File: src/source/core_pkg.sv
package core_pkg;

	// Datapath and register file sizes
	localparam int XLEN       = 32;
	localparam int REG_ADDR_W = 5;
	localparam int NUM_REGS   = 32;
	localparam int FETCH_W    = 64;

	localparam logic [XLEN-1:0] RESET_PC = 32'h0000_0000;

	// Kept instruction classes
	localparam logic [6:0] OPC_OP     = 7'b0110011;
	localparam logic [6:0] OPC_OP_IMM = 7'b0010011;
	localparam logic [6:0] OPC_LUI    = 7'b0110111;

	localparam logic [2:0] F3_ADD = 3'b000;
	localparam logic [2:0] F3_SLT = 3'b010;
	localparam logic [2:0] F3_XOR = 3'b100;
	localparam logic [2:0] F3_OR  = 3'b110;
	localparam logic [2:0] F3_AND = 3'b111;

	// funct7 that turns ADD into SUB
	localparam logic [6:0] F7_SUB = 7'b0100000;

	localparam int ALU_OP_W = 3;

	localparam logic [ALU_OP_W-1:0] ALU_ADD    = 3'd0;
	localparam logic [ALU_OP_W-1:0] ALU_SUB    = 3'd1;
	localparam logic [ALU_OP_W-1:0] ALU_AND    = 3'd2;
	localparam logic [ALU_OP_W-1:0] ALU_OR     = 3'd3;
	localparam logic [ALU_OP_W-1:0] ALU_XOR    = 3'd4;
	localparam logic [ALU_OP_W-1:0] ALU_SLT    = 3'd5;
	localparam logic [ALU_OP_W-1:0] ALU_PASS_B = 3'd6;

	typedef struct packed {
		logic [6:0]            funct7;
		logic [REG_ADDR_W-1:0] rs2;
		logic [REG_ADDR_W-1:0] rs1;
		logic [2:0]            funct3;
		logic [REG_ADDR_W-1:0] rd;
		logic [6:0]            opcode;
	} r_fmt_t;

	typedef struct packed {
		logic [11:0]           imm;
		logic [REG_ADDR_W-1:0] rs1;
		logic [2:0]            funct3;
		logic [REG_ADDR_W-1:0] rd;
		logic [6:0]            opcode;
	} i_fmt_t;

	// One instruction word, seen as register or immediate form
	typedef union packed {
		r_fmt_t r_fmt;
		i_fmt_t i_fmt;
	} instr_u;

	typedef struct packed {
		logic                  wr_en;
		logic [REG_ADDR_W-1:0] rd;
		logic [REG_ADDR_W-1:0] rs1;
		logic [REG_ADDR_W-1:0] rs2;
		logic                  use_rs2;
		logic [ALU_OP_W-1:0]   alu_op;
		logic [XLEN-1:0]       imm;
	} lane_ctrl_t;

	typedef struct packed {
		lane_ctrl_t      ctrl;
		logic [XLEN-1:0] op_a;
		logic [XLEN-1:0] op_b;
	} exec_req_t;

	typedef struct packed {
		logic                  en;
		logic [REG_ADDR_W-1:0] addr;
		logic [XLEN-1:0]       data;
	} wb_t;

endpackage

File: src/source/bypass_net.sv
`timescale 1ns/100ps

module bypass_net (
	input  core_pkg::lane_ctrl_t                 i_issue_0,
	input  core_pkg::lane_ctrl_t                 i_issue_1,
	// Index 0 holds rs1 and index 1 holds rs2
	input  logic [1:0][core_pkg::XLEN-1:0]       i_rf_0,
	input  logic [1:0][core_pkg::XLEN-1:0]       i_rf_1,
	input  core_pkg::wb_t                        i_ex_0,
	input  core_pkg::wb_t                        i_ex_1,
	input  core_pkg::wb_t                        i_wbk_0,
	input  core_pkg::wb_t                        i_wbk_1,
	output core_pkg::exec_req_t                  o_req_0,
	output core_pkg::exec_req_t                  o_req_1
);

	logic [core_pkg::XLEN-1:0] rs2_val_0;
	logic [core_pkg::XLEN-1:0] rs2_val_1;

	// Newest producer first
	function automatic logic [core_pkg::XLEN-1:0] resolve(
		input logic [core_pkg::REG_ADDR_W-1:0] addr,
		input logic [core_pkg::XLEN-1:0]       rf_val,
		input core_pkg::wb_t                   ex_1,
		input core_pkg::wb_t                   ex_0,
		input core_pkg::wb_t                   wbk_1,
		input core_pkg::wb_t                   wbk_0
	);
		if (addr == '0)
			return '0;
		if (ex_1.en && (ex_1.addr == addr))
			return ex_1.data;
		if (ex_0.en && (ex_0.addr == addr))
			return ex_0.data;
		if (wbk_1.en && (wbk_1.addr == addr))
			return wbk_1.data;
		if (wbk_0.en && (wbk_0.addr == addr))
			return wbk_0.data;
		return rf_val;
	endfunction

	assign rs2_val_0 = resolve(i_issue_0.rs2, i_rf_0[1], i_ex_1, i_ex_0, i_wbk_1, i_wbk_0);
	assign rs2_val_1 = resolve(i_issue_1.rs2, i_rf_1[1], i_ex_1, i_ex_0, i_wbk_1, i_wbk_0);

	assign o_req_0.ctrl = i_issue_0;
	assign o_req_0.op_a = resolve(i_issue_0.rs1, i_rf_0[0], i_ex_1, i_ex_0, i_wbk_1, i_wbk_0);
	assign o_req_0.op_b = i_issue_0.use_rs2 ? rs2_val_0 : i_issue_0.imm;

	assign o_req_1.ctrl = i_issue_1;
	assign o_req_1.op_a = resolve(i_issue_1.rs1, i_rf_1[0], i_ex_1, i_ex_0, i_wbk_1, i_wbk_0);
	assign o_req_1.op_b = i_issue_1.use_rs2 ? rs2_val_1 : i_issue_1.imm;

endmodule

File: config.mk
export PLATFORM = sky130hd
export DESIGN_NAME = bypass_net
export DESIGN_NICKNAME = d
export VERILOG_FILES = /design/src/source/core_pkg.sv /design/src/source/bypass_net.sv
export SDC_FILE = /design/constraint.sdc
export NUM_CORES = 1
export LEC_CHECK = 0
export BUFFER_PORTS_ARGS = -buffer_cell sky130_fd_sc_hd__buf_4
export CAP_MARGIN = 20
export CORE_AREA = 8 8 234 236
export DETAILED_ROUTE_END_ITERATION = 7
export DIE_AREA = 0 0 242 244
export GPL_ROUTABILITY_DRIVEN = 0
export SETUP_SLACK_MARGIN = 0.3
export SYNTH_ARGS = -nofsm -noshare
export SYNTH_HDL_FRONTEND = slang
export SYNTH_SLANG_ARGS = --single-unit
File: constraint.sdc
create_clock -name vclk -period 2.6
set_input_delay 0.13 -clock vclk [all_inputs]
set_output_delay 0.13 -clock vclk [all_outputs]
set_load 0.005 [all_outputs]
---- Word level (Yosys, flattened, before mapping) ----
Index checks and enable logic that the tools add are counted.
word-level totals
  bits in registers ....................... 0
  word-level logic and storage cells ...... 138
cells by class
  equal/unequal tests ..................... 16
  muxes and demuxes ....................... 102
  reduce and logical (&&, ||, !) cells .... 20
operators by type and width
  kind                 number
  32-bit two-way mux   42
  5-bit equality test  16
  1-bit two-way mux    60
  5-bit zero test      4
  1-bit logical AND    16

---- Logic depth before layout (Yosys ltp) ----
  depth in word-level cells ............... 19
  mapped depth ............................ 9
  depth with buffers taken out ............ 5

---- Least setup slack after synthesis ----
OpenSTA, ideal clock, no wires.
  path type ............................... in2out
  start point ............................. in i_issue_1[45] (netlist bit)
  end point ............................... out o_req_1[62] (netlist bit)
  arrival ................................. 1.550 ns
  required time ........................... 2.470 ns
  setup slack ............................. 0.920 ns
  cell stages on the path ................. 7
  cell sequence ........................... buf_2 > xor2_1 > nor4_4 > clkbuf_2 > a21boi_1 > o311ai_1 > a21oi_1
RTL lines
  element      line              RTL
  from (decl)  bypass_net.sv:5   input core_pkg::lane_ctrl_t i_issue_1,
  to (decl)    bypass_net.sv:14  output core_pkg::exec_req_t o_req_1

==> out/metrics.cfg <==
[min_path]
hp-start=i_issue_1[48]
min_path_type=primary input to output port

[status]
status=finished clean

[drt]
drtAntennaViolNets=0
drtIter0Drc=2401
avgRoutedWirePerCell_um=35.0
wirelength_mm=92.7
vias_per_cell=6.30
first_pass_iters=6
vias=16681
drcViolationCount=0

[synthesis]
ys_seq_area_share_pct=0
yosys-top-cells-count=a21oi_1 (147), clkbuf_1 (141), o21ai_0 (139)
yosys.area.top_type=buf_4
synthesis.nets=1972
yosys_warnings=0
netlist_top_cells_area=buf_4 (8.3%), a21oi_1 (7.4%), o21ai_0 (7.0%)
syn_inst=1588
synth_area_um2=9930
netlist.area_leader.share_pct=8.31
yosysMostFrequentCell=a21oi_1
yosysUniqueCellTypes=55
synth.avg_cell_area_um2=6.26

[die]
placementRows=83
die_area_um2=59000
core_um2=50900
ios=616
die_y_um=244
start_util_pct=19.5
dieWidth_um=242

[worst_setup_path]
cp_num_buf_inv=3
cpMaxStageDelayCell=a22oi_1
cp_common_cell=buf_4
cp.arrival_ps=2180
crit_end=o_req_1[20]
crit_start=i_issue_1[37]
cp_max_fo=15
cpPeakStageDelay_ps=410
crit_type=primary input to output port
cp_top_family=buffers and inverters
end_kind=output port
cp_num_cells=8
cp_cell_sequence=buf_4, xor2_1, nor2_1, and3_4, buf_4, a221oi_1, a22oi_1, buf_4
crit_required_ps=2470
start_kind=primary input

[clock_network]
hold_buffers=0

[final_layout]
seq_area_um2=0
nets=2349
drive_gt1_share_pct=37.5
area_delta_synth_final_pct=48.1
final_core_util_pct=28.9
flops_and_latches=0
nClkBuffers=0
num-fill-cells=5602
fin_area_um2=14700

[sta]
relSlewSlack_pct=27.2
max_slew.worst_pin.slew_ps=1090
fmax_mhz=434
setup_slack_ps=295
fin_crit_sh_pct=88.7
period_minus_slack_ps=2310
slew_violations=0
finalHoldViolCount=0
final.setup.tns_ps=0
rsz0062_at_grt=true
setup_viol_count_final=0

[pwr]
power.switching_w=0.00180
intPower_w=0.00131
p_sw_share_pct=57.9
clockPowerShare_pct=0
power_leakage_nw=6.13
power_density_nw_per_um2=212
p_comb_share_pct=100.0
ir_drop_mv=0.0822
seq_power_share_pct=0

[place]
hpwl_mm=68.6
portBuffers=580
preCtsSetupSlack_ps=26.3
dpl-instance-area_um2=14600

[global_routing]
grt_max_degree=65
grtUsageMet3_pct=8.93
grt_antenna_before_repair=10
busiest_layer=met2
grt_pass1_vias=17009
grt-ovfl-total=0
grt_use_total_pct=28.8
grt_pass1_wl_mm=127
use_met1_pct=32.5
use_met2_pct=48.9

[flow_run]
max-cap-violations=0

## per-stage QoR
step	cells	hold slack (ps)	power, W
floorplan	1588	341	0.00128
global placement	2636	260	0.00295
detailed placement	2636	260	0.00298
CTS	2636	260	0.00300
global route	2646	260	0.00321
finish	2648	260	0.00311
## repair_timing
item	CTS	global route
setup buffers	0	7
gates resized for setup	4	6
endpoints found under the setup margin	50	54
pin swaps	1	3
## metal layers
metal  up-vias  wire length [um]
li1       6705                 -
met1      7847             33400
met2      1737             42800
met3       384             11200
met4         8              5250
met5         -                49
## cells in the final DEF, fill, tap and decap left out, types with 4 or more instances in the layout
cell | netlist | layout
a21boi_0 | 86 | 86
nor2b_1 | 17 | 17
a32oi_1 | 32 | 32
a22oi_1 | 28 | 28
o211ai_1 | 33 | 33
o31ai_1 | 28 | 28
and3_1 | 101 | 95
nand2b_1 | 63 | 63
buf_12 | 0 | 16
nand3_2 | 0 | 4
nor2_4 | 0 | 7
nand2_1 | 89 | 84
a211o_1 | 13 | 13
o21ai_0 | 139 | 139
o311ai_0 | 6 | 6
a21boi_1 | 6 | 6
and3_2 | 0 | 4
a21oi_1 | 147 | 147
nand4b_1 | 12 | 12
xor2_1 | 44 | 42
nor2_1 | 62 | 54
nand3b_1 | 32 | 32
diode_2 | 0 | 5
buf_4 | 110 | 666
or2_2 | 2 | 4
nor4_4 | 3 | 4
o2bb2ai_1 | 14 | 14
xnor2_1 | 35 | 33
inv_1 | 5 | 4
o311ai_1 | 57 | 57
nor3_1 | 23 | 22
a211oi_1 | 38 | 36
a221oi_1 | 28 | 28
o21ai_1 | 10 | 9
nand3_1 | 62 | 58
o32a_1 | 28 | 28
nand2_2 | 0 | 5
## power groups by stage
stage / Sequential [W] / Combinational (W) / Clock [W]
floorplan: 0 / 0.00128 / 0
CTS: 0 / 0.00300 / 0
detailed placement: 0 / 0.00298 / 0
finish: 0 / 0.00311 / 0.000000000224
global placement: 0 / 0.00295 / 0
global route: 0 / 0.00321 / 0.000000000155
## cell families (layout without fill, tap and decap cells)
family,count (synthesis),after routing,share of synthesized area (%)
AO/OA/AOI/OAI,710,710,48.9
AND/OR/NAND/NOR,484,484,27.1
buffers and inverters,314,689,16.8
other,0,5,0
XOR/XNOR,80,80,7.13
## worst min-delay path by stage
stage	slack (ps)	cells past startpoint	end
after global routing	260	0	o_req_1[112]
after global placement	260	0	o_req_0[111]
after detailed placement	260	0	o_req_0[111]
after CTS	260	0	o_req_0[111]
final	260	0	o_req_1[112]
after floorplan	340	1	o_req_0[100]
## layout make-up
cell class / count / area [um2] / share of cell area [%]
multi-input cells: 1274 / 8490 / 57.7
repair buffers: 683 / 5330 / 36.2
well taps: 680 / 851 / 5.78
inverters: 6 / 22.5 / 0.153
diodes: 5 / 12.5 / 0.0851
No activity file was read; power rests on OpenSTA's default activity.
