**config.mk**
```make
export PLATFORM = sky130hd
export DESIGN_NAME = exec_lane
export DESIGN_NICKNAME = d
export VERILOG_FILES = /design/src/source/core_pkg.sv /design/src/source/exec_lane.sv
export SDC_FILE = /design/constraint.sdc
export NUM_CORES = 1
export LEC_CHECK = 0
export BUFFER_PORTS_ARGS = -buffer_cell sky130_fd_sc_hd__buf_2
export CORE_ASPECT_RATIO = 0.6
export CORE_MARGIN = 2
export CORE_UTILIZATION = 28
export DETAILED_ROUTE_END_ITERATION = 8
export SKIP_LAST_GASP = 1
export SLEW_MARGIN = 20
export SYNTH_ARGS = -nofsm -noshare
export SYNTH_HDL_FRONTEND = slang
export SYNTH_SLANG_ARGS = --single-unit
```
**constraint.sdc**
```tcl
create_clock -name clk -period 4.9 [get_ports clk]
set_clock_uncertainty 0.2 [all_clocks]
set_input_delay 0 -clock clk [delete_from_list [all_inputs] [get_ports clk]]
set_output_delay 0 -clock clk [all_outputs]
set_load 0.005 [all_outputs]
```
**src/source/core_pkg.sv**
```systemverilog
package core_pkg;

	// Datapath and register file sizes
	localparam int XLEN       = 32;
	localparam int REG_ADDR_W = 5;
	localparam int NUM_REGS   = 32;
	localparam int FETCH_W    = 64;

	localparam logic [XLEN-1:0] RESET_PC = 32'h0000_0000;

	// Kept instruction classes
	localparam logic [6:0] OPC_OP     = 7'b0110011;
	localparam logic [6:0] OPC_OP_IMM = 7'b0010011;
	localparam logic [6:0] OPC_LUI    = 7'b0110111;

	localparam logic [2:0] F3_ADD = 3'b000;
	localparam logic [2:0] F3_SLT = 3'b010;
	localparam logic [2:0] F3_XOR = 3'b100;
	localparam logic [2:0] F3_OR  = 3'b110;
	localparam logic [2:0] F3_AND = 3'b111;

	// funct7 that turns ADD into SUB
	localparam logic [6:0] F7_SUB = 7'b0100000;

	localparam int ALU_OP_W = 3;

	localparam logic [ALU_OP_W-1:0] ALU_ADD    = 3'd0;
	localparam logic [ALU_OP_W-1:0] ALU_SUB    = 3'd1;
	localparam logic [ALU_OP_W-1:0] ALU_AND    = 3'd2;
	localparam logic [ALU_OP_W-1:0] ALU_OR     = 3'd3;
	localparam logic [ALU_OP_W-1:0] ALU_XOR    = 3'd4;
	localparam logic [ALU_OP_W-1:0] ALU_SLT    = 3'd5;
	localparam logic [ALU_OP_W-1:0] ALU_PASS_B = 3'd6;

	typedef struct packed {
		logic [6:0]            funct7;
		logic [REG_ADDR_W-1:0] rs2;
		logic [REG_ADDR_W-1:0] rs1;
		logic [2:0]            funct3;
		logic [REG_ADDR_W-1:0] rd;
		logic [6:0]            opcode;
	} r_fmt_t;

	typedef struct packed {
		logic [11:0]           imm;
		logic [REG_ADDR_W-1:0] rs1;
		logic [2:0]            funct3;
		logic [REG_ADDR_W-1:0] rd;
		logic [6:0]            opcode;
	} i_fmt_t;

	// One instruction word, seen as register or immediate form
	typedef union packed {
		r_fmt_t r_fmt;
		i_fmt_t i_fmt;
	} instr_u;

	typedef struct packed {
		logic                  wr_en;
		logic [REG_ADDR_W-1:0] rd;
		logic [REG_ADDR_W-1:0] rs1;
		logic [REG_ADDR_W-1:0] rs2;
		logic                  use_rs2;
		logic [ALU_OP_W-1:0]   alu_op;
		logic [XLEN-1:0]       imm;
	} lane_ctrl_t;

	typedef struct packed {
		lane_ctrl_t      ctrl;
		logic [XLEN-1:0] op_a;
		logic [XLEN-1:0] op_b;
	} exec_req_t;

	typedef struct packed {
		logic                  en;
		logic [REG_ADDR_W-1:0] addr;
		logic [XLEN-1:0]       data;
	} wb_t;

endpackage

```
**src/source/exec_lane.sv**
```systemverilog
`timescale 1ns/100ps

module exec_lane (
	input  logic                clk,
	input  logic                i_rst,
	input  core_pkg::exec_req_t i_req,
	output core_pkg::wb_t       o_ex,
	output core_pkg::wb_t       o_wb
);

	core_pkg::exec_req_t       id_ex;
	core_pkg::wb_t             ex_wb;
	logic [core_pkg::XLEN-1:0] alu_res;
	logic [core_pkg::XLEN-1:0] a;
	logic [core_pkg::XLEN-1:0] b;

	// ID/EX
	always_ff @(posedge clk) begin
		if (i_rst) begin
			id_ex.ctrl.wr_en <= 1'b0;
		end else begin
			id_ex <= i_req;
		end
	end

	assign a = id_ex.op_a;
	assign b = id_ex.op_b;

	always_comb begin
		case (id_ex.ctrl.alu_op)
			core_pkg::ALU_ADD:    alu_res = a + b;
			core_pkg::ALU_SUB:    alu_res = a - b;
			core_pkg::ALU_AND:    alu_res = a & b;
			core_pkg::ALU_OR:     alu_res = a | b;
			core_pkg::ALU_XOR:    alu_res = a ^ b;
			core_pkg::ALU_SLT:    alu_res = core_pkg::XLEN'($signed(a) < $signed(b));
			core_pkg::ALU_PASS_B: alu_res = b;
			default:              alu_res = '0;
		endcase
	end

	// Result of the instruction now in EX, for forwarding
	assign o_ex.en   = id_ex.ctrl.wr_en;
	assign o_ex.addr = id_ex.ctrl.rd;
	assign o_ex.data = alu_res;

	// EX/WB
	always_ff @(posedge clk) begin
		if (i_rst) begin
			ex_wb.en <= 1'b0;
		end else begin
			ex_wb <= o_ex;
		end
	end

	assign o_wb = ex_wb;

endmodule

```
---- Word-level counts from Yosys, hierarchy flattened ----
Cells that the tools add are included.
W data, S select, Z words.
storage, ports and cells
  input bits .............................. 118
  memory bits (read-only) ................. 0
  latch bits .............................. 0
  bits in writable memories ............... 0
  output and inout port bits .............. 76
  memories ................................ 0
  bits in registers ....................... 111
  word-level logic and storage cells ...... 22
cells by class
  magnitude comparators ................... 1
  equal/unequal tests ..................... 6
  mux-type cells .......................... 1
  shifts and indexed selects .............. 0
  div/mod/pow operators ................... 0
  $mul .................................... 0
  reduce and logical (&&, ||, !) cells .... 1
  bitwise logic cells ..................... 3
  $add $sub $neg .......................... 2
operators by type and width
  cell                  number
  $pmux W32 S7          1
  $add A32 B32 Y32      1
  $and A32 B32 Y32      1
  $lt A32 B32 Y1        1
  $or A32 B32 Y32       1
  $sub A32 B32 Y32      1
  $xor A32 B32 Y32      1
  $eq A3 B3 Y1 const B  3
  $eq A3 B2 Y1 const B  2
  $eq A3 B1 Y1 const B  1
  $logic_not A3 Y1      1

---- Logic depth before layout (Yosys ltp) ----
  depth after elaboration ................. 2
  mapped depth ............................ 13

---- Worst setup path after synthesis ----
No wires, ideal clock.
  kind .................................... register to register
  start point ............................. register id_ex (netlist bit b[0])
  end point ............................... register ex_wb (netlist bit o_wb[18]) (data pin)
  path buffers ............................ 0
  period minus slack after synthesis ...... 3527 ps
  stages on the path, launching flop included .. 11
  arrival ................................. 3056 ps
  setup slack ............................. 1373 ps
  cells stage by stage .................... edfxtp_1 ha_1 fa_1 or2_0 a221o_1 a22oi_4 a221oi_4 o31a_4 o311a_1 xnor2_1 a221o_1
RTL lines
  item                    RTL line         RTL
  start, declared         exec_lane.sv:11  core_pkg::exec_req_t id_ex;
  start signal, assigned  exec_lane.sv:22  id_ex <= i_req;
  end, declared           exec_lane.sv:12  core_pkg::wb_t ex_wb;

==> metrics.txt <==
first-pass GRT wire length 45.4 mm; PwrDens 292 mW/mm²; unrepaired setup endpoints after global routing no; vias 8038; sequential cell area fraction in the yosys report 37.0%; met3 Resource Use GR 4.58%; fill cell count 3185; Clock Root Buffer clkbuf_16; DRC violations left 0; drt total wl 29.5 mm; DRT antenna net count 0; synth warn 0; Post-Syn Area 0.00897 mm²; Worst Setup EP o_ex[26]; Buffers on Ports 150; Final setup viols 0; minimum clock period 4430 ps; footprint of the multi-input gates 0.00502 mm²; Critical Path AT 4230 ps; EDFF count, synth 109; htree depth 3; Final Hold Fails 0; Worst R2R Setup Slack 780 ps; Cell variety after synth 86; vias in the first global route 7748; clock sinks 111; Initial Utilization 28.6%; CTS tree built; met2 Use GR 24.7%; IO Count 194; largest net degree at the start of global routing 51; GPL Wtd Cong 0.925; Setup TNS 0 ps; detailed-route wire length per cell 19.2 µm; Die H 143 µm; Hold WC Path Type primary input to flop; syn avg cell area 9.68 µm²; Min Hold Slack 106 ps; run status completed; Ant. Diodes 0; # Max-Cap Violations 0; Critical Path Fanout Max 11; cells on worst reg2reg path 11; die area 0.0335 mm²; worst-margin pin slew 964 ps; FP Rows 50; GRT busiest layer met1; Pins Over Slew Limit 0; antenna violations before repair 0; drt pass-1 iters 5; Final period util 90.4%; Crit. End Element primary output; Worst Setup Start Kind flop; Total Nets Final 1341; Tot Pwr 3.25 mW; register bit count reported by yosys 111; HPWL Detailed 22.1 mm; Iteration-0 DRC Markers 710; P&R area growth vs syn 24.1%; ys flop type edfxtp_1; Critical Path Start b[16]$_DFFE_PN_; clk_lat worst skew 390 ps; layout cell share with drive strength beyond 1 18.4%; max frequency 226 MHz; end of the worst register-to-register path o_wb[28]$_DFFE_PN_; relative slew slack 35.4%; gr usage total 17.7%; Die Wd 235 µm; met1 Resource Use GR 26.6%; FF+latch area 0.00331 mm²; kind of critical path flop to primary output; Syn Nets 1152; Req. time, crit path 4700 ps; Cells after Synth 926; global route overflow 0; clock slew at reported path FFs 80 ps; Pleak 4.76 nW; Via-to-Cell Ratio 5.23; async set-or-reset flop fraction in the synthesized netlist 0%; CTS Buf Count 9; reg2reg start b[4]$_DFFE_PN_; core area 0.0313 mm²; deepest clock path buffer count 2; VDD IR max 0.000185 V
cells by family after synthesis:
family,Yosys count,share of synthesized area [%]
compound gates,314,25.2
xor+xnor,17,1.66
fa+ha+maj,108,15.2
buf+inv,158,7.08
flops,111,37.0
mux,40,4.55
simple gates,178,9.29
flip-flops by register name (all words and copies together) (netlist names):
register  flops
id_ex         3
o_ex          6
o_wb         38
b            32
a            32
metal layers:
| layer | vias to the layer above | wire length, µm |
|---|---|---|
| met5 | - | 0 |
| met4 | 0 | 401 |
| li1 | 3799 | - |
| met2 | 306 | 11800 |
| met1 | 3906 | 15200 |
| met3 | 27 | 2030 |
cell type report:
type,instances,area share [%]
multi-input combinational,657,45.2
sequential,111,29.8
timing repair buffer,238,14.4
tap,416,4.68
inverter,98,3.33
clock buffer,11,2.09
clock inverter,5,0.585
worst max-delay path, stage by stage, from the launching register on:
cell and delay [ps]:
edfxtp_1 400, inv_1 90, ha_1 550, inv_1 210, o211ai_1 170, a21oi_1 110, o311ai_0 770, o211ai_2 270
a31oi_2 340, a22oi_1 140, a21boi_0 550, buf_2 220
synthesized netlist by cell type (all sizes together) (6+ instances only):
master / count / area, µm²
nor3: 17 / 85.1
nor2b: 12 / 77.6
o221ai: 14 / 123
o21ai: 39 / 195
nand3: 16 / 80.1
edfxtp: 109 / 3270
xnor2: 16 / 140
o311ai: 7 / 68.8
a211oi: 10 / 75.1
o211ai: 18 / 140
mux2: 6 / 67.6
nand2: 40 / 150
a21o: 13 / 97.6
inv: 96 / 360
mux2i: 34 / 340
buf: 25 / 135
o31ai: 8 / 60.1
a21oi: 79 / 395
clkbuf: 35 / 131
o22ai: 21 / 131
a22oi: 12 / 104
a31oi: 13 / 103
nor2: 63 / 236
ha: 106 / 1330
o21a: 14 / 105
o21bai: 15 / 113
repair_timing:
action / CTS / global route
hold buffers: 75 / 0
gates resized for setup: 0 / 0
hold endpoints to repair: 91 / 0
buffers inserted: 0 / 0
metrics by stage:
stage | util (%) | std cells | instance area [µm²] | setup slack, ps
detailed placement | 32.1 | 1445 | 10100 | 1020
global placement | 32.1 | 1445 | 10100 | 1040
CTS | 35.5 | 1536 | 11100 | 633
finish | 35.5 | 1536 | 11100 | 469
floorplan | - | 926 | 8970 | 1370
global route | 35.5 | 1536 | 11100 | 324
where the power goes:
part | switching, mW | total [mW] | internal [mW]
Sequential | 0.0610 | 1.22 | 1.16
Clock | 0.377 | 0.780 | 0.402
Combinational | 0.755 | 1.25 | 0.495
worst min path at each step:
stage	cells after the start	from	endpoint	slack, ps
2_1_floorplan	1	i_rst	o_ex[37]$_SDFF_PP0_	-130
3_3_place_gp	1	i_req[110]	o_ex[32]$_DFFE_PN_	-20
3_5_place_dp	1	i_req[18]	b[18]$_DFFE_PN_	-20
4_1_cts	2	i_req[55]	a[23]$_DFFE_PN_	80
5_1_grt	2	i_req[55]	a[23]$_DFFE_PN_	100
6_report	2	i_req[55]	a[23]$_DFFE_PN_	110
cells in the final DEF (no fill, tap or decap), types with 14 or more instances in the layout:
master and instances:
dlygate4sd3_1 75, inv_1 94, nor3_1 16, o221ai_1 14
nand2_1 40, buf_2 150, o21bai_1 15, o22ai_1 21
a21oi_1 79, nor2_1 63, xnor2_1 16, o211ai_1 17
edfxtp_1 109, o21a_1 14, mux2i_1 34, o21ai_0 35
nand3_1 16, ha_1 106
Note: power is estimated with default switching activity, not from simulation.
