===== src/source/core_pkg.sv =====
package core_pkg;

	// Datapath and register file sizes
	localparam int XLEN       = 32;
	localparam int REG_ADDR_W = 5;
	localparam int NUM_REGS   = 32;
	localparam int FETCH_W    = 64;

	localparam logic [XLEN-1:0] RESET_PC = 32'h0000_0000;

	// Kept instruction classes
	localparam logic [6:0] OPC_OP     = 7'b0110011;
	localparam logic [6:0] OPC_OP_IMM = 7'b0010011;
	localparam logic [6:0] OPC_LUI    = 7'b0110111;

	localparam logic [2:0] F3_ADD = 3'b000;
	localparam logic [2:0] F3_SLT = 3'b010;
	localparam logic [2:0] F3_XOR = 3'b100;
	localparam logic [2:0] F3_OR  = 3'b110;
	localparam logic [2:0] F3_AND = 3'b111;

	// funct7 that turns ADD into SUB
	localparam logic [6:0] F7_SUB = 7'b0100000;

	localparam int ALU_OP_W = 3;

	localparam logic [ALU_OP_W-1:0] ALU_ADD    = 3'd0;
	localparam logic [ALU_OP_W-1:0] ALU_SUB    = 3'd1;
	localparam logic [ALU_OP_W-1:0] ALU_AND    = 3'd2;
	localparam logic [ALU_OP_W-1:0] ALU_OR     = 3'd3;
	localparam logic [ALU_OP_W-1:0] ALU_XOR    = 3'd4;
	localparam logic [ALU_OP_W-1:0] ALU_SLT    = 3'd5;
	localparam logic [ALU_OP_W-1:0] ALU_PASS_B = 3'd6;

	typedef struct packed {
		logic [6:0]            funct7;
		logic [REG_ADDR_W-1:0] rs2;
		logic [REG_ADDR_W-1:0] rs1;
		logic [2:0]            funct3;
		logic [REG_ADDR_W-1:0] rd;
		logic [6:0]            opcode;
	} r_fmt_t;

	typedef struct packed {
		logic [11:0]           imm;
		logic [REG_ADDR_W-1:0] rs1;
		logic [2:0]            funct3;
		logic [REG_ADDR_W-1:0] rd;
		logic [6:0]            opcode;
	} i_fmt_t;

	// One instruction word, seen as register or immediate form
	typedef union packed {
		r_fmt_t r_fmt;
		i_fmt_t i_fmt;
	} instr_u;

	typedef struct packed {
		logic                  wr_en;
		logic [REG_ADDR_W-1:0] rd;
		logic [REG_ADDR_W-1:0] rs1;
		logic [REG_ADDR_W-1:0] rs2;
		logic                  use_rs2;
		logic [ALU_OP_W-1:0]   alu_op;
		logic [XLEN-1:0]       imm;
	} lane_ctrl_t;

	typedef struct packed {
		lane_ctrl_t      ctrl;
		logic [XLEN-1:0] op_a;
		logic [XLEN-1:0] op_b;
	} exec_req_t;

	typedef struct packed {
		logic                  en;
		logic [REG_ADDR_W-1:0] addr;
		logic [XLEN-1:0]       data;
	} wb_t;

endpackage


===== src/source/lane_decoder.sv =====
`timescale 1ns/100ps

module lane_decoder (
	input  core_pkg::instr_u     i_instr,
	output core_pkg::lane_ctrl_t o_ctrl
);

	logic known;
	logic f7_base;
	logic f7_sub;

	assign f7_base = (i_instr.r_fmt.funct7 == '0);
	assign f7_sub  = (i_instr.r_fmt.funct7 == core_pkg::F7_SUB);

	always_comb begin
		o_ctrl = '0;
		known  = 1'b0;
		case (i_instr.r_fmt.opcode)
			core_pkg::OPC_OP: begin
				o_ctrl.rd      = i_instr.r_fmt.rd;
				o_ctrl.rs1     = i_instr.r_fmt.rs1;
				o_ctrl.rs2     = i_instr.r_fmt.rs2;
				o_ctrl.use_rs2 = 1'b1;
				case (i_instr.r_fmt.funct3)
					core_pkg::F3_ADD: begin
						o_ctrl.alu_op = f7_sub ? core_pkg::ALU_SUB : core_pkg::ALU_ADD;
						known         = f7_base || f7_sub;
					end
					core_pkg::F3_SLT: begin
						o_ctrl.alu_op = core_pkg::ALU_SLT;
						known         = f7_base;
					end
					core_pkg::F3_XOR: begin
						o_ctrl.alu_op = core_pkg::ALU_XOR;
						known         = f7_base;
					end
					core_pkg::F3_OR: begin
						o_ctrl.alu_op = core_pkg::ALU_OR;
						known         = f7_base;
					end
					core_pkg::F3_AND: begin
						o_ctrl.alu_op = core_pkg::ALU_AND;
						known         = f7_base;
					end
					default: known = 1'b0;
				endcase
			end
			core_pkg::OPC_OP_IMM: begin
				o_ctrl.rd  = i_instr.i_fmt.rd;
				o_ctrl.rs1 = i_instr.i_fmt.rs1;
				o_ctrl.imm = {{(core_pkg::XLEN-12){i_instr.i_fmt.imm[11]}}, i_instr.i_fmt.imm};
				known      = 1'b1;
				case (i_instr.i_fmt.funct3)
					core_pkg::F3_ADD: o_ctrl.alu_op = core_pkg::ALU_ADD;
					core_pkg::F3_XOR: o_ctrl.alu_op = core_pkg::ALU_XOR;
					core_pkg::F3_OR:  o_ctrl.alu_op = core_pkg::ALU_OR;
					core_pkg::F3_AND: o_ctrl.alu_op = core_pkg::ALU_AND;
					// No SLTI in the kept subset
					default:          known = 1'b0;
				endcase
			end
			core_pkg::OPC_LUI: begin
				// Upper immediate spans the imm, rs1 and funct3 fields
				o_ctrl.rd     = i_instr.i_fmt.rd;
				o_ctrl.imm    = {i_instr.i_fmt.imm, i_instr.i_fmt.rs1,
					i_instr.i_fmt.funct3, 12'b0};
				o_ctrl.alu_op = core_pkg::ALU_PASS_B;
				known         = 1'b1;
			end
			default: known = 1'b0;
		endcase

		// Unknown words must not look like readers either
		if (!known) begin
			o_ctrl = '0;
		end
		o_ctrl.wr_en = known && (o_ctrl.rd != '0);
	end

endmodule


===== config.mk =====
export PLATFORM = sky130hd
export DESIGN_NAME = lane_decoder
export DESIGN_NICKNAME = d
export VERILOG_FILES = /design/src/source/core_pkg.sv /design/src/source/lane_decoder.sv
export SDC_FILE = /design/constraint.sdc
export NUM_CORES = 1
export LEC_CHECK = 0
export BUFFER_PORTS_ARGS = -buffer_cell sky130_fd_sc_hd__buf_2
export CAP_MARGIN = 20
export CORE_MARGIN = 2
export CORE_UTILIZATION = 33
export DETAILED_ROUTE_END_ITERATION = 6
export PLACE_DENSITY = 0.85
export SYNTH_ARGS = -nofsm -noshare
export SYNTH_HDL_FRONTEND = slang
export SYNTH_SLANG_ARGS = --single-unit

===== constraint.sdc =====
create_clock -name vclk -period 2.25
set_input_delay 0.225 -clock vclk [all_inputs]
set_output_delay 0.225 -clock vclk [all_outputs]
set_load 0.01 [all_outputs]

**Yosys cells after proc, flatten, opt, wreduce, memory -nomap -nowiden**

Cells that the tools add are included.
W data, S select, Z words.

- Bits in registers: 0
- Input port bits: 32
- Output and inout port bits: 52
- Word-level logic and storage cells: 29

- Eq/ne operators: 8
- Multiplexer cells: 12
- Reduce and logical (&&, ||, !) cells: 9

Operator list:

| cell | number |
|---|---|
| $pmux W32 S2 | 1 |
| $mux W51 | 1 |
| $eq A7 B6 Y1 const B | 3 |
| $pmux W3 S3 | 2 |
| $pmux W3 S5 | 1 |
| $mux W5 | 2 |
| $eq A3 B3 Y1 const B | 3 |
| $reduce_or A4 Y1 | 2 |
| $eq A7 B5 Y1 const B | 1 |
| $logic_not A7 Y1 | 1 |
| $mux W6 | 1 |
| $reduce_bool A5 Y1 | 1 |
| $eq A3 B2 Y1 const B | 1 |
| $logic_not A3 Y1 | 1 |
| $pmux W1 S3 | 1 |
| $reduce_or A3 Y1 | 1 |
| $mux W1 | 2 |
| $pmux W1 S2 | 1 |
| $reduce_or A2 Y1 | 1 |
| $logic_and A1 B1 Y1 | 1 |
| $logic_or A1 B1 Y1 | 1 |

**Logic depth before layout (Yosys ltp)**

- Depth in word-level cells: 7
- Depth in mapped cells: 7
- Depth with buffers taken out: 4

**Worst setup path before layout**

No wires, ideal clock.

- Kind: input to output
- Start: in i_instr[28] (netlist bit)
- End: out o_ctrl[48] (netlist bit)
- Arrival time: 1961 ps
- Required time: 2025 ps
- Path slack: 64 ps
- Stages: 5
- Path buffers: 1
- Cells stage by stage: or4b_4 a2111o_1 a211o_1 buf_2 a21boi_0

RTL lines:

| item | line | source |
|---|---|---|
| start: declaration | lane_decoder.sv:4 | `input core_pkg::instr_u i_instr,` |
| end: declaration | lane_decoder.sv:5 | `output core_pkg::lane_ctrl_t o_ctrl` |

==> results.sh <==
export IMPL_p_per_area_nw_per_um2=81.00
export IMPL_arrival_ns=1.96
export IMPL_fin_nets=236
export IMPL_fin_crit_ns=2.189
export IMPL_port_buffers=84
export IMPL_die_area_um2=2243
export IMPL_tns_ns=0
export IMPL_max_slew_margin_pct=82.21
export IMPL_post_cts_setup_buffer_count=0
export IMPL_p_leak_nw=0.6935
export IMPL_grt_pass1_wl_um=3077
export IMPL_avgRoutedWirePerCell_um=10.67
export IMPL_rsz0062_at_grt="yes"
export IMPL_total_power_mw=0.09405
export IMPL_synth_top_family_by_area="simple AND/OR/NAND/NOR gates"
export IMPL_grt_pass1_vias=741
export IMPL_fmax_ghz=0.4569
export IMPL_synth_mux_area_share_pct=0
export IMPL_required_ns=2.03
export IMPL_critPathKind="in2out"
export IMPL_stdcell_count=227
export IMPL_hold_start="i_instr[28]"
export IMPL_ant_nets=0
export IMPL_min_path_type="in2out"
export IMPL_power_frac_seq_pct=0
export IMPL_synthSimpleGateAreaFrac_pct=64.92
export IMPL_postSynthCellCount=118
export IMPL_regArea_um2=0
export IMPL_post_route_period_util_pct=97.28
export IMPL_vdd_drop_max_mv=0.05302
export IMPL_cp_end_kind="primary output"
export IMPL_core_um2=1745
export IMPL_synth_most_common_cell="nor2_1"
export IMPL_netlist_top_cell_by_area="nor2_1"
export IMPL_cp_max_fo=5
export IMPL_die_w_um=47.37
export IMPL_grt_antenna_before_repair=0
export IMPL_dp_slack_ns=-0.1284
export IMPL_drive_above_1_share_pct=54.46
export IMPL_cap_violations=0
export IMPL_whs_ns=0.7452
export IMPL_syn_to_final_growth_pct=87.10
export IMPL_hold_buffers=0
export IMPL_grt_max_degree=21
export IMPL_yosysTopAreaCellShare_pct=29.64
export IMPL_synth_top_cells_by_count="nor2_1 (49), and2_1 (16), a21oi_1 (6), clkbuf_1 (6)"
export IMPL_final_max_slew_viol_count=0
export IMPL_gr_usage_all_layers_pct=17.68
export IMPL_placed_area_um2=1096
export IMPL_drt_wl_total_um=2422
export IMPL_setup_viol=0
export IMPL_seq_cell_count=0
export IMPL_synth_xor_area_share_pct=0
export IMPL_worstSetupStartpointType="input pin"
export IMPL_antenna_cells=0
export IMPL_multi_input_area_um2=608.1
export IMPL_yosys_cell_types_count=25
export IMPL_rows=15
export IMPL_first_pass_iters=4
export IMPL_stdcell_area_um2=1161
export IMPL_initialDrtViolationCount=9
export IMPL_synthAdderAreaFrac_pct=0
export IMPL_final_core_util_pct=66.52
export IMPL_yosys_warnings=0
export IMPL_placed_cells=226
export IMPL_grt_ovfl_total=0
export IMPL_hold_violations=0
export IMPL_ys_top_cells_by_area="nor2_1 (30%), and2_1 (16%), a21boi_0 (6.0%), a21oi_1 (4.8%), clkbuf_1 (3.6%)"
export IMPL_p_sw_mw=0.05016
export IMPL_ios=84
export IMPL_dieHeight_um=47.37
export IMPL_intPower_mw=0.04389
export IMPL_via_per_inst=4.811
export IMPL_n_fill_cell=165
export IMPL_ys_seq_area_share_pct=0
export IMPL_crit_start="i_instr[28]"
export IMPL_outcome="completed"
export IMPL_synth_compound_area_share_pct=23.39
export IMPL_place_congestion=0.8257
export IMPL_hpwl_um=1873
export IMPL_synth_fp_nets=150
export IMPL_syn_area_um2=620.6
export IMPL_drcViolationCount=0
export IMPL_worst_slew_pin_slew_ns=0.2659
export IMPL_p_sw_share_pct=53.33
export IMPL_power_frac_comb_pct=100.0
export IMPL_clkPwrFrac_pct=0
export IMPL_syn_area_per_cell_um2=5.259
export IMPL_vias=1092
export IMPL_fin_ws_ns=0.06127
export IMPL_initial_core_util_pct=35.56
export IMPL_clkbuf_count=0
[final cells by class]
class                           count  area share [%]
Multi-Input combinational cell    105           52.37
Timing Repair Buffer               92           43.32
Tap cell                           25           2.694
Inverter                            5           1.616
[layer usage]
| metal | vias to the layer above | share of wire, % | track usage, % |
|---|---|---|---|
| met4 | 0 | 0 | 1.111 |
| met5 | - | 0 | 0 |
| li1 | 560 | - | - |
| met2 | 62 | 51 | 34.59 |
| met3 | 0 | 10 | 0.7692 |
| met1 | 470 | 39 | 21.80 |
[path summary, 6_finish.rpt]
check,endpoint,slack [ns],cells after the start
setup / recovery,o_ctrl[34],0.06,6
hold / removal,o_ctrl[8],0.75,3
[worst max-delay path, stage by stage]
cell and delay (ns):
buf_6 0.09, or4b_4 0.53, a2111o_1 0.37, a211o_4 0.39, a211oi_2 0.19, buf_2 0.16
[cell usage in the layout (no fill, tap or decap), types with 5 or more instances in the layout]
master	n
buf_2	83
nor2_1	40
and2_1	16
nor2_2	9
buf_4	6
nand2_1	5
a21boi_0	5
inv_1	5
a21oi_1	5
[logic make-up after synthesis]
family | Yosys count
AO/OA/AOI/OAI | 20
buffers and inverters | 14
AND/OR/NAND/NOR | 84
[power by group through the flow]
| stage | logic (mW) | registers (mW) | clock network (mW) |
|---|---|---|---|
| after floorplan | 0.0400 | 0 | 0 |
| after global placement | 0.0857 | 0 | 0 |
| after detailed placement | 0.0876 | 0 | 0 |
| after CTS | 0.0890 | 0 | 0 |
| after global routing | 0.104 | 0 | 0 |
| final | 0.0941 | 0 | 0 |
[what timing repair did]
action | 4_1_cts | 5_1_grt
setup endpoints to repair | 30 | 11
gates resized for setup | 3 | 13
pin swaps | 2 | 1
cloned | 0 | 1
(Power assumes the default switching activity.)
