==> config.mk <==
export PLATFORM = sky130hd
export DESIGN_NAME = fetch_unit
export DESIGN_NICKNAME = d
export VERILOG_FILES = /design/src/source/core_pkg.sv /design/src/source/fetch_unit.sv
export SDC_FILE = /design/constraint.sdc
export NUM_CORES = 1
export LEC_CHECK = 0
export ABC_AREA = 1
export BUFFER_PORTS_ARGS = -buffer_cell sky130_fd_sc_hd__buf_4
export CAP_MARGIN = 15
export CORE_UTILIZATION = 40
export DETAILED_ROUTE_END_ITERATION = 12
export GPL_TIMING_DRIVEN = 0
export PLACE_DENSITY = 0.69
export SLEW_MARGIN = 25
export SYNTH_ARGS = -nofsm -noshare
export SYNTH_HDL_FRONTEND = slang
export SYNTH_SLANG_ARGS = --single-unit
==> constraint.sdc <==
create_clock -name clk -period 2.4 [get_ports clk]
set_clock_uncertainty 0.2 [all_clocks]
set_input_delay 0.48 -clock clk [delete_from_list [all_inputs] [get_ports clk]]
set_output_delay 0.48 -clock clk [all_outputs]
set_load 0.01 [all_outputs]
==> src/source/core_pkg.sv <==
package core_pkg;

	// Datapath and register file sizes
	localparam int XLEN       = 32;
	localparam int REG_ADDR_W = 5;
	localparam int NUM_REGS   = 32;
	localparam int FETCH_W    = 64;

	localparam logic [XLEN-1:0] RESET_PC = 32'h0000_0000;

	// Kept instruction classes
	localparam logic [6:0] OPC_OP     = 7'b0110011;
	localparam logic [6:0] OPC_OP_IMM = 7'b0010011;
	localparam logic [6:0] OPC_LUI    = 7'b0110111;

	localparam logic [2:0] F3_ADD = 3'b000;
	localparam logic [2:0] F3_SLT = 3'b010;
	localparam logic [2:0] F3_XOR = 3'b100;
	localparam logic [2:0] F3_OR  = 3'b110;
	localparam logic [2:0] F3_AND = 3'b111;

	// funct7 that turns ADD into SUB
	localparam logic [6:0] F7_SUB = 7'b0100000;

	localparam int ALU_OP_W = 3;

	localparam logic [ALU_OP_W-1:0] ALU_ADD    = 3'd0;
	localparam logic [ALU_OP_W-1:0] ALU_SUB    = 3'd1;
	localparam logic [ALU_OP_W-1:0] ALU_AND    = 3'd2;
	localparam logic [ALU_OP_W-1:0] ALU_OR     = 3'd3;
	localparam logic [ALU_OP_W-1:0] ALU_XOR    = 3'd4;
	localparam logic [ALU_OP_W-1:0] ALU_SLT    = 3'd5;
	localparam logic [ALU_OP_W-1:0] ALU_PASS_B = 3'd6;

	typedef struct packed {
		logic [6:0]            funct7;
		logic [REG_ADDR_W-1:0] rs2;
		logic [REG_ADDR_W-1:0] rs1;
		logic [2:0]            funct3;
		logic [REG_ADDR_W-1:0] rd;
		logic [6:0]            opcode;
	} r_fmt_t;

	typedef struct packed {
		logic [11:0]           imm;
		logic [REG_ADDR_W-1:0] rs1;
		logic [2:0]            funct3;
		logic [REG_ADDR_W-1:0] rd;
		logic [6:0]            opcode;
	} i_fmt_t;

	// One instruction word, seen as register or immediate form
	typedef union packed {
		r_fmt_t r_fmt;
		i_fmt_t i_fmt;
	} instr_u;

	typedef struct packed {
		logic                  wr_en;
		logic [REG_ADDR_W-1:0] rd;
		logic [REG_ADDR_W-1:0] rs1;
		logic [REG_ADDR_W-1:0] rs2;
		logic                  use_rs2;
		logic [ALU_OP_W-1:0]   alu_op;
		logic [XLEN-1:0]       imm;
	} lane_ctrl_t;

	typedef struct packed {
		lane_ctrl_t      ctrl;
		logic [XLEN-1:0] op_a;
		logic [XLEN-1:0] op_b;
	} exec_req_t;

	typedef struct packed {
		logic                  en;
		logic [REG_ADDR_W-1:0] addr;
		logic [XLEN-1:0]       data;
	} wb_t;

endpackage

==> src/source/fetch_unit.sv <==
`timescale 1ns/100ps

module fetch_unit (
	input  logic                          clk,
	input  logic                          i_rst,
	input  logic                          i_hold,
	output logic [core_pkg::XLEN-1:0]     o_fetch_pc,
	input  logic [core_pkg::FETCH_W-1:0]  i_fetch_instr,
	output core_pkg::instr_u              o_instr_0,
	output core_pkg::instr_u              o_instr_1
);

	logic [core_pkg::XLEN-1:0] pc;
	core_pkg::instr_u          if_id_0;
	core_pkg::instr_u          if_id_1;

	// One aligned pair per cycle
	always_ff @(posedge clk) begin
		if (i_rst) begin
			pc <= core_pkg::RESET_PC;
		end else if (!i_hold) begin
			pc <= pc + core_pkg::XLEN'(core_pkg::FETCH_W / 8);
		end
	end

	// Zero word has an unknown opcode and decodes as a no-operation
	always_ff @(posedge clk) begin
		if (i_rst) begin
			if_id_0 <= '0;
			if_id_1 <= '0;
		end else if (!i_hold) begin
			if_id_0 <= i_fetch_instr[core_pkg::XLEN-1:0];
			if_id_1 <= i_fetch_instr[core_pkg::FETCH_W-1:core_pkg::XLEN];
		end
	end

	assign o_fetch_pc = pc;
	assign o_instr_0  = if_id_0;
	assign o_instr_1  = if_id_1;

endmodule

Word-level counts from Yosys, hierarchy flattened
Index checks and enable logic that the tools add are counted.
- register bits: 96
- input bits: 67
- output and inout port bits: 96
- logic and storage cells: 4
- add/sub/neg operators: 1
- operators with widths (kind ; number):
    32-bit by 4-bit adder with 32-bit output (second input constant) ; 1

Logic depth before layout (Yosys ltp)
Gate-level depths: netlist of the first run.
- word-level depth: 1
- mapped depth: 9
- gate-level depth less buffers: 9

Least setup slack after synthesis of the first run
Ideal clock, no wire load.
- path type: reg-to-reg
- start point: reg pc (netlist bit o_fetch_pc[4])
- end point: reg pc (netlist bit o_fetch_pc[17])
- setup time: 115 ps
- data arrival time: 1239 ps
- required time: 2085 ps
- setup slack: 846 ps
- stages on the path, launching flop included: 9
- path buffers: 0
- period minus slack after synthesis: 1554 ps
- cell sequence: dfxtp_1 ha_1 inv_1 nor2_4 nand3_2 nor2_4 nand3_1 nand2_1 nor2_1
- longest elaborated chain between the ends: 1
- ends and longest elaborated chain (element ; line ; text):
    from (decl) ; fetch_unit.sv:13 ; logic [core_pkg::XLEN-1:0] pc;
    from (signal assigned) ; fetch_unit.sv:20 ; pc <= core_pkg::RESET_PC;
    from (signal assigned) ; fetch_unit.sv:22 ; pc <= pc + core_pkg::XLEN'(core_pkg::FETCH_W / 8);
    32-bit by 4-bit adder with 32-bit output ; fetch_unit.sv:22 ;
No other way between the ends.
A chain may end at the register's enable or synchronous reset.

Worst setup path in the final report of the first run
- start point: reg pc (netlist bit o_fetch_pc[6])
- end point: out o_fetch_pc[6] (netlist bit)
- RTL lines (element ; line ; text):
    to (decl) ; fetch_unit.sv:7 ; output logic [core_pkg::XLEN-1:0] o_fetch_pc,
No word-level cell between the ends.

==> results of run 1 <==
## power breakdown
part	internal (W)	switching (W)	total, W
sequential	0.00162	0.0000416	0.00166
combinational	0.000220	0.000201	0.000421
clock	0.000588	0.000547	0.00114
total	0.00243	0.000790	0.00322
## routing by layer
metal  track usage (%)  share of wire (%)  vias to the layer above
met3             5.710                7.7                       22
met2             35.49                 47                      120
met5                 0                  0                        -
met1             24.55                 43                     1698
li1                  -                  -                     2006
met4             9.389                2.4                        0
## layout make-up
class / count / area, sq um
fillers: 883 / 3840
flip-flops and latches: 93 / 1862
multi-input cells: 380 / 1733
repair buffers: 158 / 1186
well taps: 129 / 161.4
plain buffers: 27 / 137.6
clock buffers: 10 / 127.6
inverters: 28 / 106.4
clock inverters: 6 / 86.33
## cells in the mapped netlist, types with 5 or more instances
cell type / count
nand4_1: 5
clkbuf_1: 11
o21ai_0: 69
nand2_1: 61
inv_1: 26
nor2_4: 6
nand3_1: 16
nor2_2: 6
dfxtp_1: 93
a21oi_1: 13
nor2_1: 179
buf_2: 11
## placed cells by master, fill, tap and decap left out, types with 2 or more instances in the layout
master,synthesis,routed
a21oi_1,13,13
buf_2,11,11
buf_4,4,162
bufinv_16,0,2
clkbuf_1,11,12
clkbuf_8,0,9
clkinv_2,1,3
conb_1,1,3
dfxtp_1,93,93
inv_1,26,26
nand2_1,61,61
nand2_2,4,4
nand3_1,16,16
nand3_2,4,4
nand4_1,5,5
nor2_1,179,179
nor2_2,6,6
nor2_4,6,6
nor3_1,3,3
o21ai_0,69,69
xor2_1,3,3
## registers in the layout (all words and copies together), names as in the netlist
signal,flops
o_instr_0,32
o_instr_1,32
o_fetch_pc,29
## kinds of logic after synthesis
logic type,share of synthesized area [%]
AND/OR/NAND/NOR,32.43
flip-flops,48.60
AO/OA/AOI/OAI,11.50
buffers and inverters,6.368
XOR/XNOR,0.6860
adder cells (fa/ha/maj),0.3265
other,0.09788
## metrics by stage
stage | instance area [sq um] | util (%) | hold WS, ns | power (W) | cells
floorplan | 3839 | - | 0.3007 | 0.001881 | 528
global placement | 5186 | 56.13 | 0.2654 | 0.002114 | 815
detailed placement | 5186 | 56.13 | 0.2734 | 0.002124 | 815
CTS | 5400 | 58.44 | 0.1375 | 0.003265 | 831
global route | 5400 | 58.44 | 0.1507 | 0.003378 | 831
finish | 5400 | 58.44 | 0.1515 | 0.003218 | 831
## final timing paths
path / to / cells past startpoint
setup / recovery: o_fetch_pc[6] / 1
hold / removal: o_instr_1[22]$_SDFFE_PP0N_ / 3
setup reg to reg: o_fetch_pc[31]$_SDFFE_PP0N_ / 8
hold reg to reg: o_instr_1[12]$_SDFFE_PP0N_ / 2
## worst min-delay path: stages
cell	delay (ns)
buf_4	0.07
o21ai_0	0.06
nor2_1	0.07
==> impl_metrics.tcl, run 1 <==
set metrics [dict create \
    core_sq_um 9240 \
    clkSinkCount 93 \
    hp-class "input port to flip-flop" \
    antenna_found_initial 0 \
    power_leakage_nw 2.497 \
    clk_latency_ns 0.35 \
    critical_path_class "flip-flop to output port" \
    crit_chain "buf_4" \
    htree_levels 3 \
    critPathArrivalTime_ns 1.01 \
    setup_violations 0 \
    layout_min_cycle_time_ns 1.694 \
    cap_viol_max_count 0 \
    avgSynthCellArea_sq_um 7.284 \
    drive_gt1_share_pct 30.48 \
    overflow 0 \
    wl_mm 9.903 \
    powerDensity_nw_per_um2 595.9 \
    synth_area_leaders "dfxtp_1 49%, nor2_1 18%, o21ai_0 9.0%" \
    outcome "completed" \
    layout_setup_ws_ns 0.7062 \
    grt_usage_pct 20.87 \
    crit_path_max_fanout 7 \
    dp_slack_ns 0.5881 \
    wire_per_inst_microns 11.92 \
    gp_congestion 0.7959 \
    dp_hpwl_mm 7.572 \
    n_antenna_cell 0 \
    crit_family "flip-flops" \
    clk_path_buf_depth 2 \
    syn_area_sq_um 3831 \
    max_freq_mhz 590.4 \
    drtIter0Drc 119 \
    cts_tree "done" \
    grt_pass1_vias 3639 \
    fin_crit_sh_pct 70.57 \
    synth_area_leader_cell "dfxtp_1" \
    synth_top_cell_area_share_pct 48.60 \
    dieHeight_microns 99.87 \
    r2r_start "o_fetch_pc[4]$_SDFFE_PP0N_" \
    num_vias 3846 \
    clkSlewWorstSetupHoldPaths_ns 0.10 \
    finalHoldViolations 0 \
    rsz0062_at_grt "no" \
    drt-vias-per-instance 4.628 \
    die_w_microns 99.87 \
    async_reset_ff_share_pct 0 \
    cp_num_buf_inv 1 \
    hold_buffers 0 \
    postSynthCellCount 526 \
    grt_max_degree 16 \
    postCtsSetupBuffers 0 \
    start_util_pct 41.46 \
    hold_path_startpoint "i_fetch_instr[54]" \
    synth-seq-cells 93 \
    startpoint "o_fetch_pc[6]$_SDFFE_PP0N_" \
    cts_buffers 9 \
    setup_tns_ns 0 \
    antenna_left 0 \
    cts_resized 0 \
    drv_slew 0 \
    cp_data_required_time_ns 1.72 \
    fin_nets 765 \
    area_delta_synth_final_pct 40.95 \
    reg2reg_slack_ns 0.74 \
    yosysWarnings 0 \
    io_buffers 158 \
    grt_pass1_wl_mm 16.63 \
    root_buffer "clkbuf_8" \
    rows 35 \
    worst_setup_path_end_kind "output port" \
    critPathLaunchType "flip-flop" \
    critPathMaxStageDelay_ns 0.48 \
    route.detailed.drc 0 \
    synth-seq-area-share_pct 48.60 \
    first_pass_iters 4 \
    ys_types 29 \
    pin_count 163 \
    design.die.area_sq_um 9973 \
    cpMaxStageDelayCell "dfxtp_1" \
    synth-main-ff-cell "dfxtp_1" \
    synth_edf_count 0 \
    peakVddDrop_mv 0.3084 \
]
(Power assumes the default switching activity.)
==> run 2, diff against run 1 <==
- PLACE_DENSITY: 0.69 -> 0.72
- clock period: 2.4 -> 1.4 ns (I/O delays scaled with it)
==> impl_metrics.tcl, run 2 (synthesis results as in run 1) <==
set metrics [dict create \
    critPathLaunchType "flip-flop" \
    layout_min_cycle_time_ns 1.588 \
    peakVddDrop_mv 0.5442 \
    dieHeight_microns 99.87 \
    root_buffer "clkbuf_8" \
    n_fill_cell 715 \
    core_sq_um 9240 \
    setup_tns_ns -2.229 \
    cpMaxStageDelayCell "dfxtp_4" \
    drtIter0Drc 167 \
    cts_tree "done" \
    critPathMaxStageDelay_ns 0.40 \
    num_vias 4324 \
    wl_met3_microns 923 \
    overflow 0 \
    hp-class "input port to flip-flop" \
    power_leakage_nw 2.868 \
    layout_commonest_cell "buf_4" \
    crit_family "simple AND/OR/NAND/NOR gates" \
    dp_slack_ns -0.2067 \
    clk_latency_ns 0.35 \
    grt_pass1_vias 4338 \
    dr_wl_met2_mm 6.370 \
    grt_usage_pct 24.68 \
    dp_hpwl_mm 8.047 \
    critical_path_class "flip-flop to flip-flop" \
    max_freq_mhz 629.6 \
    rows 35 \
    io_buffers 158 \
    powerDensity_nw_per_um2 856.6 \
    critPathArrivalTime_ns 1.63 \
    rsz0062_at_grt "yes" \
    gp_congestion 0.8469 \
    area_delta_synth_final_pct 64.66 \
    design.die.area_sq_um 9973 \
    cts_buffers 9 \
    drv_slew 0 \
    crit_chain "ha_4 > inv_2 > nor2_4 > nand3_2 > nor2_4 > nand3_1 > nand2_1 > nor2_1" \
    grt_max_degree 15 \
    drive_gt1_share_pct 36.56 \
    cpMostUsedCell "nor2_4" \
    cap_viol_max_count 0 \
    finalHoldViolations 0 \
    antenna_found_initial 0 \
    wl_mm 12.38 \
    crit_path_max_fanout 6 \
    grt_pass1_wl_mm 19.55 \
    clk_path_buf_depth 2 \
    setup_violations 24 \
    route.detailed.drc 0 \
    htree_levels 3 \
    start_util_pct 41.46 \
    drt-vias-per-instance 4.788 \
    outcome "finished with violations" \
    fin_nets 838 \
    worst_setup_path_end_kind "flip-flop" \
    n_antenna_cell 0 \
    layout_setup_ws_ns -0.1883 \
    cp_data_required_time_ns 1.44 \
    pin_count 163 \
    top_layer_used "met4" \
    final_cell_mix "171 x buf_4, 169 x nor2_1, 67 x o21ai_0, 66 x dfxtp_1, 61 x dlygate4sd3_1" \
    clkSlewWorstSetupHoldPaths_ns 0.09 \
    wire_per_inst_microns 13.71 \
    clkSinkCount 93 \
    die_w_microns 99.87 \
    met1_length_mm 4.815 \
    antenna_left 0 \
    holdWs_ns 0.007809 \
    fin_crit_sh_pct 113.5 \
    first_pass_iters 5 \
    violations "negative setup slack" \
    cp_num_buf_inv 1 \
]
==> run 2: per-stage QoR <==
| stage | cells | cell area [sq um] | total power, W | utilization [%] |
|---|---|---|---|---|
| 6_report | 903 | 6309 | 0.005404 | 68.27 |
| 5_1_grt | 903 | 6309 | 0.005640 | 68.27 |
| 4_1_cts | 895 | 6125 | 0.005397 | 66.28 |
| 3_5_place_dp | 815 | 5219 | 0.003654 | 56.48 |
| 2_1_floorplan | 528 | 3871 | 0.003228 | - |
| 3_3_place_gp | 815 | 5219 | 0.003630 | 56.48 |
==> run 2: what timing repair did <==
item,in CTS,in global routing
setup buffers,4,9
pin swaps,7,16
endpoints found under the hold margin,61,0
endpoints found under the setup margin,26,28
gates resized for setup,33,34
hold buffers,61,0
==> run 2: final cells by class <==
| type | instances | area, sq um | share of cell area (%) |
|---|---|---|---|
| Inverter | 28 | 110.1 | 1.745 |
| Tap cell | 129 | 161.4 | 2.559 |
| Clock buffer | 13 | 158.9 | 2.519 |
| Timing Repair Buffer | 231 | 1916 | 30.36 |
| Clock inverter | 2 | 10.01 | 0.1587 |
| Buffer | 27 | 137.6 | 2.182 |
| Sequential cell | 93 | 1921 | 30.44 |
| Multi-Input combinational cell | 380 | 1894 | 30.03 |
==> run 2: final timing paths <==
check / startpoint / end / slack [ns] / cells after the start
setup / recovery: o_fetch_pc[4]$_SDFFE_PP0N_ / o_fetch_pc[17]$_SDFFE_PP0N_ / -0.19 / 8
hold / removal: i_rst / o_fetch_pc[18]$_SDFFE_PP0N_ / 0.008 / 2
setup reg to reg: o_fetch_pc[4]$_SDFFE_PP0N_ / o_fetch_pc[17]$_SDFFE_PP0N_ / -0.19 / 8
hold reg to reg: o_fetch_pc[23]$_SDFFE_PP0N_ / o_fetch_pc[23]$_SDFFE_PP0N_ / 0.29 / 1
==> run 2: routing by layer <==
| metal | up-vias | track usage, % |
|---|---|---|
| met1 | 1998 | 25.99 |
| met2 | 153 | 45.68 |
| li1 | 2147 | - |
| met4 | 0 | 9.502 |
| met5 | - | 0 |
| met3 | 26 | 7.730 |
==> run 2: power breakdown <==
group          internal, W  switching, W  total, W  leakage, nW
Combinational     0.000510      0.000414  0.000924         2.00
Sequential         0.00276     0.0000832   0.00284        0.783
Clock             0.000732      0.000904   0.00164       0.0893
